**src/common/core_defines.svh**
```systemverilog
`ifndef CORE_DEFINES_SVH
`define CORE_DEFINES_SVH

// ----------------------------------------
// register file
// ----------------------------------------
`define CORE_NREGS 16

// bit positions inside the one-hot op vector.
`define OP_IDX_LUI    0
`define OP_IDX_AUIPC  1
`define OP_IDX_JAL    2
`define OP_IDX_JALR   3
`define OP_IDX_BRANCH 4
`define OP_IDX_ADDI   5
`define OP_IDX_ADD    6

// ----------------------------------------
// opcode field, instruction bits 6:2
// ----------------------------------------
`define OPC_LUI    5'b01101
`define OPC_AUIPC  5'b00101
`define OPC_JAL    5'b11011
`define OPC_JALR   5'b11001
`define OPC_BRANCH 5'b11000
`define OPC_OPIMM  5'b00100
`define OPC_OP     5'b01100

`define RESET_PC 32'h0000_0000

`endif

```
**src/common/core_pkg.sv**
```systemverilog
`include "core_defines.svh"

package core_pkg;

	// ----------------------------------------
	// data and index types
	// ----------------------------------------
	typedef logic [31:0] word_t;

	typedef logic [$clog2(`CORE_NREGS)-1:0] reg_idx_t; // 4 bits for RV32E.

	// one bit per instruction kind, see OP_IDX_* for positions.
	typedef logic [`OP_IDX_ADD:0] op_vec_t;

	// ----------------------------------------
	// control state
	// ----------------------------------------
	typedef enum logic {
		RUN      = 1'b0,
		REDIRECT = 1'b1
	} ctrl_state_e;

endpackage

```
**src/common/uop_if.sv**
```systemverilog
// decoded instruction travelling from decode to execute.
interface uop_if;
	logic               valid;
	core_pkg::word_t    pc;
	core_pkg::op_vec_t  op;
	logic [2:0]         funct3;
	logic               funct7_5;  // selects sub for the register form.
	core_pkg::reg_idx_t rd;
	logic               reg_wen;
	core_pkg::word_t    src1;      // operands are already resolved in decode.
	core_pkg::word_t    src2;
	core_pkg::word_t    imm;

	modport producer (
		output valid, pc, op, funct3, funct7_5, rd, reg_wen, src1, src2, imm
	);

	modport consumer (
		input valid, pc, op, funct3, funct7_5, rd, reg_wen, src1, src2, imm
	);
endinterface

```
**src/common/wb_if.sv**
```systemverilog
// write-back result, one register write per cycle at most.
interface wb_if;
	logic               valid;
	core_pkg::reg_idx_t rd;
	core_pkg::word_t    data;

	modport source (
		output valid, rd, data
	);

	modport sink (
		input valid, rd, data
	);
endinterface

```
**src/decode/decode_stage.sv**
```systemverilog
`include "core_defines.svh"

module decode_stage (
	input  logic               clock,
	input  logic               rst_n,
	input  logic               inst_valid,
	input  core_pkg::word_t    inst,
	input  core_pkg::word_t    inst_pc,
	output core_pkg::reg_idx_t rs1,
	output core_pkg::reg_idx_t rs2,
	output logic               need_rs1,
	output logic               need_rs2,
	input  core_pkg::word_t    rdata1,
	input  core_pkg::word_t    rdata2,
	input  logic               stall,
	input  logic               flush,
	input  logic               fwd1,
	input  logic               fwd2,
	wb_if.sink                 wb,
	uop_if.producer            uop
);

	logic [4:0]         opcode;
	core_pkg::op_vec_t  op;
	core_pkg::reg_idx_t rd;
	logic               reg_wen;
	logic               accept;
	core_pkg::word_t    imm;
	core_pkg::word_t    imm_i;
	core_pkg::word_t    imm_b;
	core_pkg::word_t    imm_u;
	core_pkg::word_t    imm_j;
	core_pkg::word_t    src1;
	core_pkg::word_t    src2;

	// ----------------------------------------
	// field extraction
	// ----------------------------------------
	assign opcode = inst[6:2];
	assign rd     = inst[10:7];   // RV32E only has 16 registers, bit 11 is dropped.
	assign rs1    = inst[18:15];
	assign rs2    = inst[23:20];

	assign op[`OP_IDX_LUI]    = (opcode == `OPC_LUI);
	assign op[`OP_IDX_AUIPC]  = (opcode == `OPC_AUIPC);
	assign op[`OP_IDX_JAL]    = (opcode == `OPC_JAL);
	assign op[`OP_IDX_JALR]   = (opcode == `OPC_JALR);
	assign op[`OP_IDX_BRANCH] = (opcode == `OPC_BRANCH);
	assign op[`OP_IDX_ADDI]   = (opcode == `OPC_OPIMM);  // every funct3 is treated as addi.
	assign op[`OP_IDX_ADD]    = (opcode == `OPC_OP);

	assign need_rs2 = op[`OP_IDX_BRANCH] | op[`OP_IDX_ADD];
	assign need_rs1 = need_rs2 | op[`OP_IDX_JALR] | op[`OP_IDX_ADDI];
	assign reg_wen  = ~op[`OP_IDX_BRANCH] & (|op);

	// ----------------------------------------
	// immediates
	// ----------------------------------------
	assign imm_i = {{20{inst[31]}}, inst[31:20]};
	assign imm_b = {{19{inst[31]}}, inst[31], inst[7], inst[30:25], inst[11:8], 1'b0};
	assign imm_u = {inst[31:12], 12'b0};
	assign imm_j = {{11{inst[31]}}, inst[31], inst[19:12], inst[20], inst[30:21], 1'b0};

	always_comb begin
		imm = imm_i;
		if (op[`OP_IDX_LUI] | op[`OP_IDX_AUIPC]) begin
			imm = imm_u;
		end else if (op[`OP_IDX_JAL]) begin
			imm = imm_j;
		end else if (op[`OP_IDX_BRANCH]) begin
			imm = imm_b;
		end
	end

	// the write-back value is not in the register file until the next edge.
	assign src1 = fwd1 ? wb.data : rdata1;
	assign src2 = fwd2 ? wb.data : rdata2;

	assign accept = inst_valid & ~stall & ~flush;

	// ----------------------------------------
	// uop register
	// ----------------------------------------
	always_ff @(posedge clock or negedge rst_n) begin
		if (!rst_n) begin
			uop.valid <= 1'b0;
		end else begin
			uop.valid <= accept;
		end
	end

	always_ff @(posedge clock) begin
		if (accept) begin
			uop.pc       <= inst_pc;
			uop.op       <= op;
			uop.funct3   <= inst[14:12];
			uop.funct7_5 <= inst[30];
			uop.rd       <= rd;
			uop.reg_wen  <= reg_wen;
			uop.src1     <= src1;
			uop.src2     <= src2;
			uop.imm      <= imm;
		end
	end

	a_op_onehot: assert property (@(posedge clock) disable iff (!rst_n)
		uop.valid |-> $onehot0(uop.op));

endmodule

```
**src/decode/pipe_ctrl.sv**
```systemverilog
module pipe_ctrl (
	input  logic               clock,
	input  logic               rst_n,
	input  logic               inst_valid,
	output logic               inst_ready,
	input  core_pkg::reg_idx_t rs1,
	input  core_pkg::reg_idx_t rs2,
	input  logic               need_rs1,
	input  logic               need_rs2,
	uop_if.consumer            uop,
	wb_if.sink                 wb,
	input  logic               taken,
	input  core_pkg::word_t    target,
	output logic               stall,
	output logic               flush,
	output logic               fwd1,
	output logic               fwd2,
	output logic               redirect_valid,
	output core_pkg::word_t    redirect_pc
);

	core_pkg::ctrl_state_e state;
	logic                  exu_writes;
	logic                  raw_hazard;

	// ----------------------------------------
	// hazards and forwarding
	// ----------------------------------------
	assign exu_writes = uop.valid & uop.reg_wen & (uop.rd != '0);

	// execute result is one cycle away, wait for it to reach write-back.
	assign raw_hazard = inst_valid & exu_writes &
		(need_rs1 & (rs1 != '0) & (rs1 == uop.rd) |
		 need_rs2 & (rs2 != '0) & (rs2 == uop.rd));

	assign fwd1 = wb.valid & need_rs1 & (rs1 != '0) & (rs1 == wb.rd);
	assign fwd2 = wb.valid & need_rs2 & (rs2 != '0) & (rs2 == wb.rd);

	assign flush      = taken;
	assign stall      = raw_hazard | (state == core_pkg::REDIRECT);
	assign inst_ready = ~stall & ~flush;

	// ----------------------------------------
	// redirect sequencing
	// ----------------------------------------
	always_ff @(posedge clock or negedge rst_n) begin
		if (!rst_n) begin
			state          <= core_pkg::REDIRECT;  // keeps fetch closed for the first cycle.
			redirect_valid <= 1'b0;
		end else if (flush) begin
			state          <= core_pkg::REDIRECT;
			redirect_valid <= 1'b1;
		end else begin
			state          <= core_pkg::RUN;
			redirect_valid <= 1'b0;
		end
	end

	always_ff @(posedge clock) begin
		if (flush) begin
			redirect_pc <= target;
		end
	end

	a_redirect_pulse: assert property (@(posedge clock) disable iff (!rst_n)
		redirect_valid |=> !redirect_valid);

	// decode must take nothing while fetch is closed.
	a_closed_in_redirect: assert property (@(posedge clock) disable iff (!rst_n)
		(state == core_pkg::REDIRECT) |=> !uop.valid);

endmodule

```
**src/rtl/core_top.sv**
```systemverilog
module core_top (
	input  logic               clock,
	input  logic               rst_n,
	input  logic               inst_valid,
	output logic               inst_ready,
	input  core_pkg::word_t    inst,
	input  core_pkg::word_t    inst_pc,
	output logic               redirect_valid,
	output core_pkg::word_t    redirect_pc,
	output logic               retire_valid,
	output core_pkg::reg_idx_t retire_rd,
	output core_pkg::word_t    retire_data
);

	core_pkg::reg_idx_t rs1;
	core_pkg::reg_idx_t rs2;
	logic               need_rs1;
	logic               need_rs2;
	core_pkg::word_t    rdata1;
	core_pkg::word_t    rdata2;
	logic               stall;
	logic               flush;
	logic               fwd1;
	logic               fwd2;
	logic               taken;
	core_pkg::word_t    target;

	uop_if uop ();
	wb_if  wb ();

	decode_stage u_decode (
		.clock      (clock),
		.rst_n      (rst_n),
		.inst_valid (inst_valid),
		.inst       (inst),
		.inst_pc    (inst_pc),
		.rs1        (rs1),
		.rs2        (rs2),
		.need_rs1   (need_rs1),
		.need_rs2   (need_rs2),
		.rdata1     (rdata1),
		.rdata2     (rdata2),
		.stall      (stall),
		.flush      (flush),
		.fwd1       (fwd1),
		.fwd2       (fwd2),
		.wb         (wb.sink),
		.uop        (uop.producer)
	);

	pipe_ctrl u_ctrl (
		.clock          (clock),
		.rst_n          (rst_n),
		.inst_valid     (inst_valid),
		.inst_ready     (inst_ready),
		.rs1            (rs1),
		.rs2            (rs2),
		.need_rs1       (need_rs1),
		.need_rs2       (need_rs2),
		.uop            (uop.consumer),
		.wb             (wb.sink),
		.taken          (taken),
		.target         (target),
		.stall          (stall),
		.flush          (flush),
		.fwd1           (fwd1),
		.fwd2           (fwd2),
		.redirect_valid (redirect_valid),
		.redirect_pc    (redirect_pc)
	);

	regfile u_regfile (
		.clock  (clock),
		.rst_n  (rst_n),
		.raddr1 (rs1),
		.raddr2 (rs2),
		.rdata1 (rdata1),
		.rdata2 (rdata2),
		.wb     (wb.sink)
	);

	exec_stage u_exec (
		.clock  (clock),
		.rst_n  (rst_n),
		.uop    (uop.consumer),
		.taken  (taken),
		.target (target),
		.wb     (wb.source)
	);

	// retire port is the write-back bundle itself.
	assign retire_valid = wb.valid;
	assign retire_rd    = wb.rd;
	assign retire_data  = wb.data;

endmodule

```
**src/rtl/exec_stage.sv**
```systemverilog
`include "core_defines.svh"

module exec_stage (
	input  logic            clock,
	input  logic            rst_n,
	uop_if.consumer         uop,
	output logic            taken,
	output core_pkg::word_t target,
	wb_if.source            wb
);

	core_pkg::word_t result;
	core_pkg::word_t link;
	core_pkg::word_t jalr_sum;
	logic            src_eq;
	logic            branch_true;

	// ----------------------------------------
	// ALU
	// ----------------------------------------
	assign link = uop.pc + 32'd4;

	always_comb begin
		result = uop.src1 + uop.imm;  // addi.
		if (uop.op[`OP_IDX_LUI]) begin
			result = uop.imm;
		end else if (uop.op[`OP_IDX_AUIPC]) begin
			result = uop.pc + uop.imm;
		end else if (uop.op[`OP_IDX_JAL] | uop.op[`OP_IDX_JALR]) begin
			result = link;
		end else if (uop.op[`OP_IDX_ADD]) begin
			result = uop.funct7_5 ? (uop.src1 - uop.src2) : (uop.src1 + uop.src2);
		end
	end

	// ----------------------------------------
	// control transfer
	// ----------------------------------------
	assign src_eq      = (uop.src1 == uop.src2);
	assign branch_true = uop.funct3[0] ? ~src_eq : src_eq;  // bne when bit 0 is set.
	assign jalr_sum    = uop.src1 + uop.imm;

	assign taken = uop.valid & (uop.op[`OP_IDX_JAL] | uop.op[`OP_IDX_JALR] |
		uop.op[`OP_IDX_BRANCH] & branch_true);

	assign target = uop.op[`OP_IDX_JALR] ? {jalr_sum[31:1], 1'b0} : (uop.pc + uop.imm);

	// ----------------------------------------
	// write-back register
	// ----------------------------------------
	always_ff @(posedge clock or negedge rst_n) begin
		if (!rst_n) begin
			wb.valid <= 1'b0;
		end else begin
			wb.valid <= uop.valid & uop.reg_wen & (uop.rd != '0);
		end
	end

	always_ff @(posedge clock) begin
		wb.rd   <= uop.rd;
		wb.data <= result;
	end

	// the wrong-path slot behind a control transfer stays empty.
	a_taken_flush: assert property (@(posedge clock) disable iff (!rst_n)
		taken |=> !uop.valid);

endmodule

```
**src/rtl/regfile.sv**
```systemverilog
`include "core_defines.svh"

module regfile (
	input  logic               clock,
	input  logic               rst_n,
	input  core_pkg::reg_idx_t raddr1,
	input  core_pkg::reg_idx_t raddr2,
	output core_pkg::word_t    rdata1,
	output core_pkg::word_t    rdata2,
	wb_if.sink                 wb
);

	core_pkg::word_t regs [`CORE_NREGS];

	always_ff @(posedge clock or negedge rst_n) begin
		if (!rst_n) begin
			for (int i = 0; i < `CORE_NREGS; i++) begin
				regs[i] <= '0;
			end
		end else if (wb.valid && (wb.rd != '0)) begin
			regs[wb.rd] <= wb.data;
		end
	end

	// x0 reads zero whatever the array holds.
	assign rdata1 = (raddr1 == '0) ? '0 : regs[raddr1];
	assign rdata2 = (raddr2 == '0) ? '0 : regs[raddr2];

endmodule
```
**config.mk**
```make
export PLATFORM = sky130hd
export DESIGN_NAME = core_top
export DESIGN_NICKNAME = d
export VERILOG_FILES = /design/src/common/core_pkg.sv /design/src/common/uop_if.sv /design/src/common/wb_if.sv /design/src/decode/decode_stage.sv /design/src/decode/pipe_ctrl.sv /design/src/rtl/core_top.sv /design/src/rtl/exec_stage.sv /design/src/rtl/regfile.sv
export VERILOG_INCLUDE_DIRS = /design/src /design/src/common
export SDC_FILE = /design/constraint.sdc
export NUM_CORES = 1
export LEC_CHECK = 0
export BUFFER_PORTS_ARGS = -buffer_cell sky130_fd_sc_hd__buf_2
export CAP_MARGIN = 25
export CORE_UTILIZATION = 40
export CTS_BUF_LIST = sky130_fd_sc_hd__clkbuf_4
export DETAILED_ROUTE_END_ITERATION = 16
export GPL_TIMING_DRIVEN = 0
export PLACE_DENSITY = 0.62
export SLEW_MARGIN = 5
export SYNTH_ARGS = -nofsm -noshare
export SYNTH_HDL_FRONTEND = slang
export SYNTH_HIERARCHICAL = 1
export SYNTH_SLANG_ARGS = --single-unit
```
**constraint.sdc**
```tcl
create_clock -name clock -period 15.4 [get_ports clock]
set_input_delay 1.54 -clock clock [delete_from_list [all_inputs] [get_ports clock]]
set_output_delay 1.54 -clock clock [all_outputs]
set_load 0.01 [all_outputs]
```
==> flow_summary.json, run 1 <==
{
  "path_depth": 10,
  "postPlaceCellArea_sq_um": 44700,
  "syn_to_final_growth_pct": 12.8,
  "cp.arrival_ps": 4890,
  "dieArea_sq_um": 106000,
  "dp_hpwl_um": 113000,
  "fmax_mhz": 156,
  "grt_max_degree": 116,
  "avgSynthCellArea_sq_um": 11.9,
  "critPathSlowestCell": "nor4_1",
  "die_w_um": 326,
  "layout_common_cells": "mux2_2 (587), dfrtp_1 (484), clkbuf_4 (284), buf_2 (216), edfxtp_1 (173)",
  "reg2reg_depth": 16,
  "overflow": 0,
  "track_usage_pct": 29.2,
  "post-route-period-util_pct": 41.8,
  "comb_power_share_pct": 28.6,
  "crit_type": "flip-flop to output port",
  "crit_path_end_kind": "output port",
  "hold_class": "input port to asynchronous set/reset pin",
  "holdBufCountCts": 0,
  "cpPeakStageDelay_ps": 600,
  "row_count": 118,
  "yosys_warnings": 6,
  "netSwitchingPower_w": 0.00214,
  "vias_per_cell": 6.19,
  "syn_inst": 3536,
  "firstDrtPassIters": 6,
  "powerDensity_nw_per_um2": 130,
  "cp-start-kind": "flip-flop",
  "maxSlewHeadroom_pct": 18.0,
  "clk_latency_ps": 1170,
  "final_common_cell": "mux2_2",
  "synthesis.nets": 3732,
  "setup_viol": 0,
  "die_y_um": 326,
  "h-tree-depth": 4,
  "wire_per_inst_um": 28.8,
  "rsz0062_at_grt": "no",
  "core_area_sq_um": 104000,
  "clk_pin_slew_worst_paths_ps": 70,
  "status": "finished clean",
  "antenna_found_initial": 10,
  "cts_tree": "yes",
  "cts.sinks": 694,
  "crit_path_max_fanout": 10,
  "detail-route-antenna-nets": 0,
  "cts_root_buf": "clkbuf_4",
  "intPower_w": 0.00401,
  "path_cells": "ha_1 > clkbuf_1 > nand4_1 > nor2_1 > nand4_1 > xnor2_1 > a21oi_1 > nor2b_4 > nor4_1 > buf_2",
  "wl_um": 157000,
  "p_leak_nw": 20.6,
  "cpLargestDelayFamily": "simple AND/OR/NAND/NOR gates",
  "drc_errors": 0,
  "clkPwrFrac_pct": 28.2,
  "grt_pass1_vias": 33600,
  "cts_setup_buffers": 0,
  "gp_congestion": 0.993,
  "io_pins": 138,
  "seqPwrFrac_pct": 43.2,
  "design_area_sq_um": 47300,
  "setup_ws_ps": 8970,
  "dp_slack_ps": 9940,
  "drtIter0Drc": 3837,
  "start_util_pct": 40.4,
  "crit_buf_inv": 2,
  "irDropWorstVdd_mv": 0.0635,
  "clockBufferDepth": 3,
  "maxCapViolations": 0,
  "tns_ps": 0,
  "nNetsFinal": 4083,
  "critPathMostFrequentCell": "nand4_1",
  "swShare_pct": 34.8,
  "route.vias.total": 33700,
  "tightest_slew_ps": 1230,
  "cts_resized": 0,
  "grt_pass1_wl_um": 227000,
  "skew_ps": 101,
  "hold_viol": 0,
  "synth_area_sq_um": 42000,
  "period_needed_ps": 6430,
  "cts_buffers": 189,
  "portBuffers": 133,
  "cp.required_ps": 13860,
  "slew_viol_final": 0,
  "drive_above_1_share_pct": 33.8
}
-- cell type report --
| cell class | count | area, sq um |
|---|---|---|
| clock buffers | 284 | 2130 |
| repair buffers | 160 | 1070 |
| multi-input cells | 2478 | 22300 |
| well taps | 1380 | 1730 |
| plain buffers | 278 | 1280 |
| diodes | 18 | 45.0 |
| flip-flops and latches | 694 | 18100 |
| clock inverters | 60 | 378 |
| fillers | 9638 | 56500 |
| inverters | 86 | 323 |
-- through the flow --
step	cells	power [W]	hold slack, ps	utilization [%]
floorplan	3536	0.00376	422	-
CTS	5417	0.00614	347	45.5
global route	5432	0.00644	359	45.6
finish	5438	0.00615	390	45.6
global placement	5049	0.00435	435	42.7
detailed placement	5073	0.00438	452	43.1
-- registers in the layout, summed over array words and instances, names as in the netlist --
| register | flops |
|---|---|
| u_decode/uop.src1 | 32 |
| u_decode/uop.valid | 1 |
| u_exec/wb.valid | 1 |
| u_ctrl/state | 1 |
| u_regfile/regs | 481 |
| u_ctrl/redirect_valid | 1 |
| u_decode/uop.rd | 4 |
| u_decode/uop.op | 6 |
| u_decode/uop.imm | 32 |
| u_decode/uop.src2 | 32 |
| u_decode/uop.pc | 32 |
| u_decode/uop.funct7_5 | 1 |
| u_ctrl/redirect_pc | 32 |
| u_decode/uop.reg_wen | 1 |
| u_exec/wb.data | 32 |
| u_decode/uop.funct3 | 1 |
| u_exec/wb.rd | 4 |
-- power by group through the flow --
stage               registers, W  logic, W  clock network [W]
detailed placement       0.00267   0.00171                  0
CTS                      0.00264   0.00172            0.00178
finish                   0.00266   0.00176            0.00174
global route             0.00270   0.00188            0.00187
global placement         0.00268   0.00168                  0
floorplan                0.00255   0.00122                  0
-- path summary, 6_finish.rpt --
path	from	end	slack, ps
hold reg to reg	u_regfile/regs[484]$_DFFE_PN0P_	u_regfile/regs[484]$_DFFE_PN0P_	470
min in group clock	u_regfile/regs[484]$_DFFE_PN0P_	u_regfile/regs[484]$_DFFE_PN0P_	470
setup reg to reg	u_decode/uop.src1[22]$_DFFE_PP_	u_decode/uop.src1[24]$_DFFE_PP_	10090
max in group asynchronous	rst_n	u_regfile/regs[258]$_DFFE_PN0P_	13040
hold / removal	rst_n	u_regfile/regs[310]$_DFFE_PN0P_	390
setup / recovery	u_decode/uop.src1[22]$_DFFE_PP_	inst_ready	8970
-- layer usage --
layer  GRT usage, %  part of all wire [%]  vias to the layer above  wire length (um)
met5              0                0.0083                        -                13
met4           14.6                   5.4                        2              8450
met3           6.64                   9.3                      463             14700
met2           45.5                    45                     1983             70700
met1           38.3                    40                    17000             63000
li1               -                     -                    14300                 -
No activity file was read; power rests on OpenSTA's default activity.
==> run 2: changes to the inputs <==
Clock period 15.4 ns to 6.2 ns, I/O delays scaled along.
==> flow_summary.json, run 2 (synthesized netlist as in run 1, its figures left out) <==
{
  "drtIter0Drc": 3496,
  "portBuffers": 133,
  "final_common_cell": "mux2_2",
  "p_leak_nw": 20.9,
  "crit_path_max_fanout": 8,
  "path_cells": "ha_1 > clkbuf_1 > nand3_1 > nor4_1 > nand4_1 > xnor2_1 > a21oi_1 > nor2b_4 > nor4_1 > buf_2",
  "clockBufferDepth": 3,
  "hold_class": "input port to asynchronous set/reset pin",
  "cp.required_ps": 5580,
  "final_cell_count_no_fill": 5488,
  "clk_latency_ps": 1180,
  "tightest_slew_ps": 1210,
  "track_usage_pct": 29.1,
  "start_util_pct": 40.4,
  "antenna_found_initial": 9,
  "multi_input_area_sq_um": 22300,
  "cts_root_buf": "clkbuf_4",
  "cts_setup_buffers": 0,
  "syn_to_final_growth_pct": 14.5,
  "post-route-period-util_pct": 91.2,
  "critPathSlowestCell": "nor4_1",
  "status": "finished clean",
  "hold_viol": 0,
  "route.vias.total": 33500,
  "crit_type": "flip-flop to output port",
  "io_pins": 138,
  "row_count": 118,
  "maxSlewHeadroom_pct": 19.5,
  "clk_pin_slew_worst_paths_ps": 70,
  "cpPeakStageDelay_ps": 730,
  "setup_viol": 0,
  "postPlaceCellArea_sq_um": 44800,
  "drc_errors": 0,
  "dp_cells": 5069,
  "die_y_um": 326,
  "dp_hpwl_um": 112000,
  "drive_above_1_share_pct": 33.4,
  "seqCellArea_sq_um": 18100,
  "grt_pass1_vias": 33500,
  "wire_per_inst_um": 28.5,
  "design_area_sq_um": 48000,
  "h-tree-depth": 4,
  "period_needed_ps": 5650,
  "core_area_sq_um": 104000,
  "cp.arrival_ps": 5030,
  "grt_pass1_wl_um": 226000,
  "top_register": "u_regfile/regs",
  "powerDensity_nw_per_um2": 319,
  "dieArea_sq_um": 106000,
  "cts_tree": "yes",
  "fill_cells": 9629,
  "maxCapViolations": 0,
  "detail-route-antenna-nets": 0,
  "cp-start-kind": "flip-flop",
  "skew_ps": 94.0,
  "cts_buffers": 188,
  "overflow": 0,
  "gp_congestion": 0.977,
  "grt_max_degree": 117,
  "vias_per_cell": 6.11,
  "firstDrtPassIters": 6,
  "whs_ps": 71.8,
  "fmax_mhz": 177,
  "layout_common_cells": "mux2_2 (587), dfrtp_1 (484), clkbuf_4 (280), buf_2 (218), edfxtp_1 (173)",
  "cts.sinks": 694,
  "rsz0062_at_grt": "no",
  "nNetsFinal": 4144,
  "slew_viol_final": 0,
  "largest_reg_flops": 481,
  "irDropWorstVdd_mv": 0.179,
  "critPathMostFrequentCell": "nor4_1",
  "crit_path_end_kind": "output port",
  "wl_um": 157000,
  "die_w_um": 326
}
## run 2: cell count changes in the layout (fill, tap and decap cells not counted), moves of 4 or more
cell | before | now
diode_2 | 18 | 8
clkbuf_4 | 284 | 280
buf_4 | 25 | 19
dlygate4sd3_1 | 0 | 64
clkinv_1 | 30 | 36
clkbuf_1 | 153 | 143
clkinv_2 | 16 | 10
buf_8 | 6 | 15
buf_6 | 18 | 10
clkbuf_2 | 0 | 10
## run 2: what timing repair did
item                                   in CTS  in global routing
resized for setup                           0                  0
endpoints found under the hold margin     194                  0
hold buffers                               64                  0
## run 2: final timing paths
kind,slack (ps),depth (start not counted),startpoint,to
setup / recovery,550,10,u_decode/uop.src1[28]$_DFFE_PP_,inst_ready
hold / removal,70,3,rst_n,u_regfile/regs[86]$_DFFE_PN0P_
setup reg to reg,1200,14,u_decode/uop.src1[28]$_DFFE_PP_,u_decode/uop.pc[27]$_DFFE_PP_
hold reg to reg,480,1,u_regfile/regs[484]$_DFFE_PN0P_,u_regfile/regs[484]$_DFFE_PN0P_
max in group asynchronous,4560,5,rst_n,u_regfile/regs[35]$_DFFE_PN0P_
min in group clock,190,2,inst_pc[11],u_decode/uop.pc[11]$_DFFE_PP_
## run 2: critical path: cells and delay by family (launching register included)
kind	cells	cell delay [ps]
flops	1	490
xor+xnor	1	210
fa+ha+maj	1	320
compound gates	1	230
simple gates	5	2060
buf+inv	2	590
## run 2: layout make-up
cell class / instances / area share [%]
Clock buffer: 280 / 4.38
Multi-Input combinational cell: 2478 / 46.5
Sequential cell: 694 / 37.6
Antenna cell: 8 / 0.0417
Timing Repair Buffer: 222 / 3.73
Inverter: 86 / 0.672
Clock inverter: 62 / 0.815
Buffer: 278 / 2.70
Tap cell: 1380 / 3.60
## run 2: stage by stage
| stage | TNS [ps] | setup WS [ps] | total power [W] | utilization [%] |
|---|---|---|---|---|
| global placement | -3162510 | -5840 | 0.0108 | 42.8 |
| global route | 0 | 407 | 0.0160 | 46.3 |
| floorplan | 0 | 3.56 | 0.00933 | - |
| finish | 0 | 547 | 0.0153 | 46.3 |
| CTS | 0 | 609 | 0.0153 | 46.2 |
| detailed placement | 0 | 1300 | 0.0109 | 43.2 |
## run 2: where the power goes
| group | internal (W) | switching [W] |
|---|---|---|
| sequential | 0.00569 | 0.000917 |
| combinational | 0.00211 | 0.00228 |
| clock | 0.00218 | 0.00213 |
| total | 0.00998 | 0.00532 |
## run 2: layer usage
metal,part of all wire (%),GRT usage [%]
met1,39,36.9
met4,5.7,16.1
met5,0.017,0
met3,10,8.33
met2,45,44.7
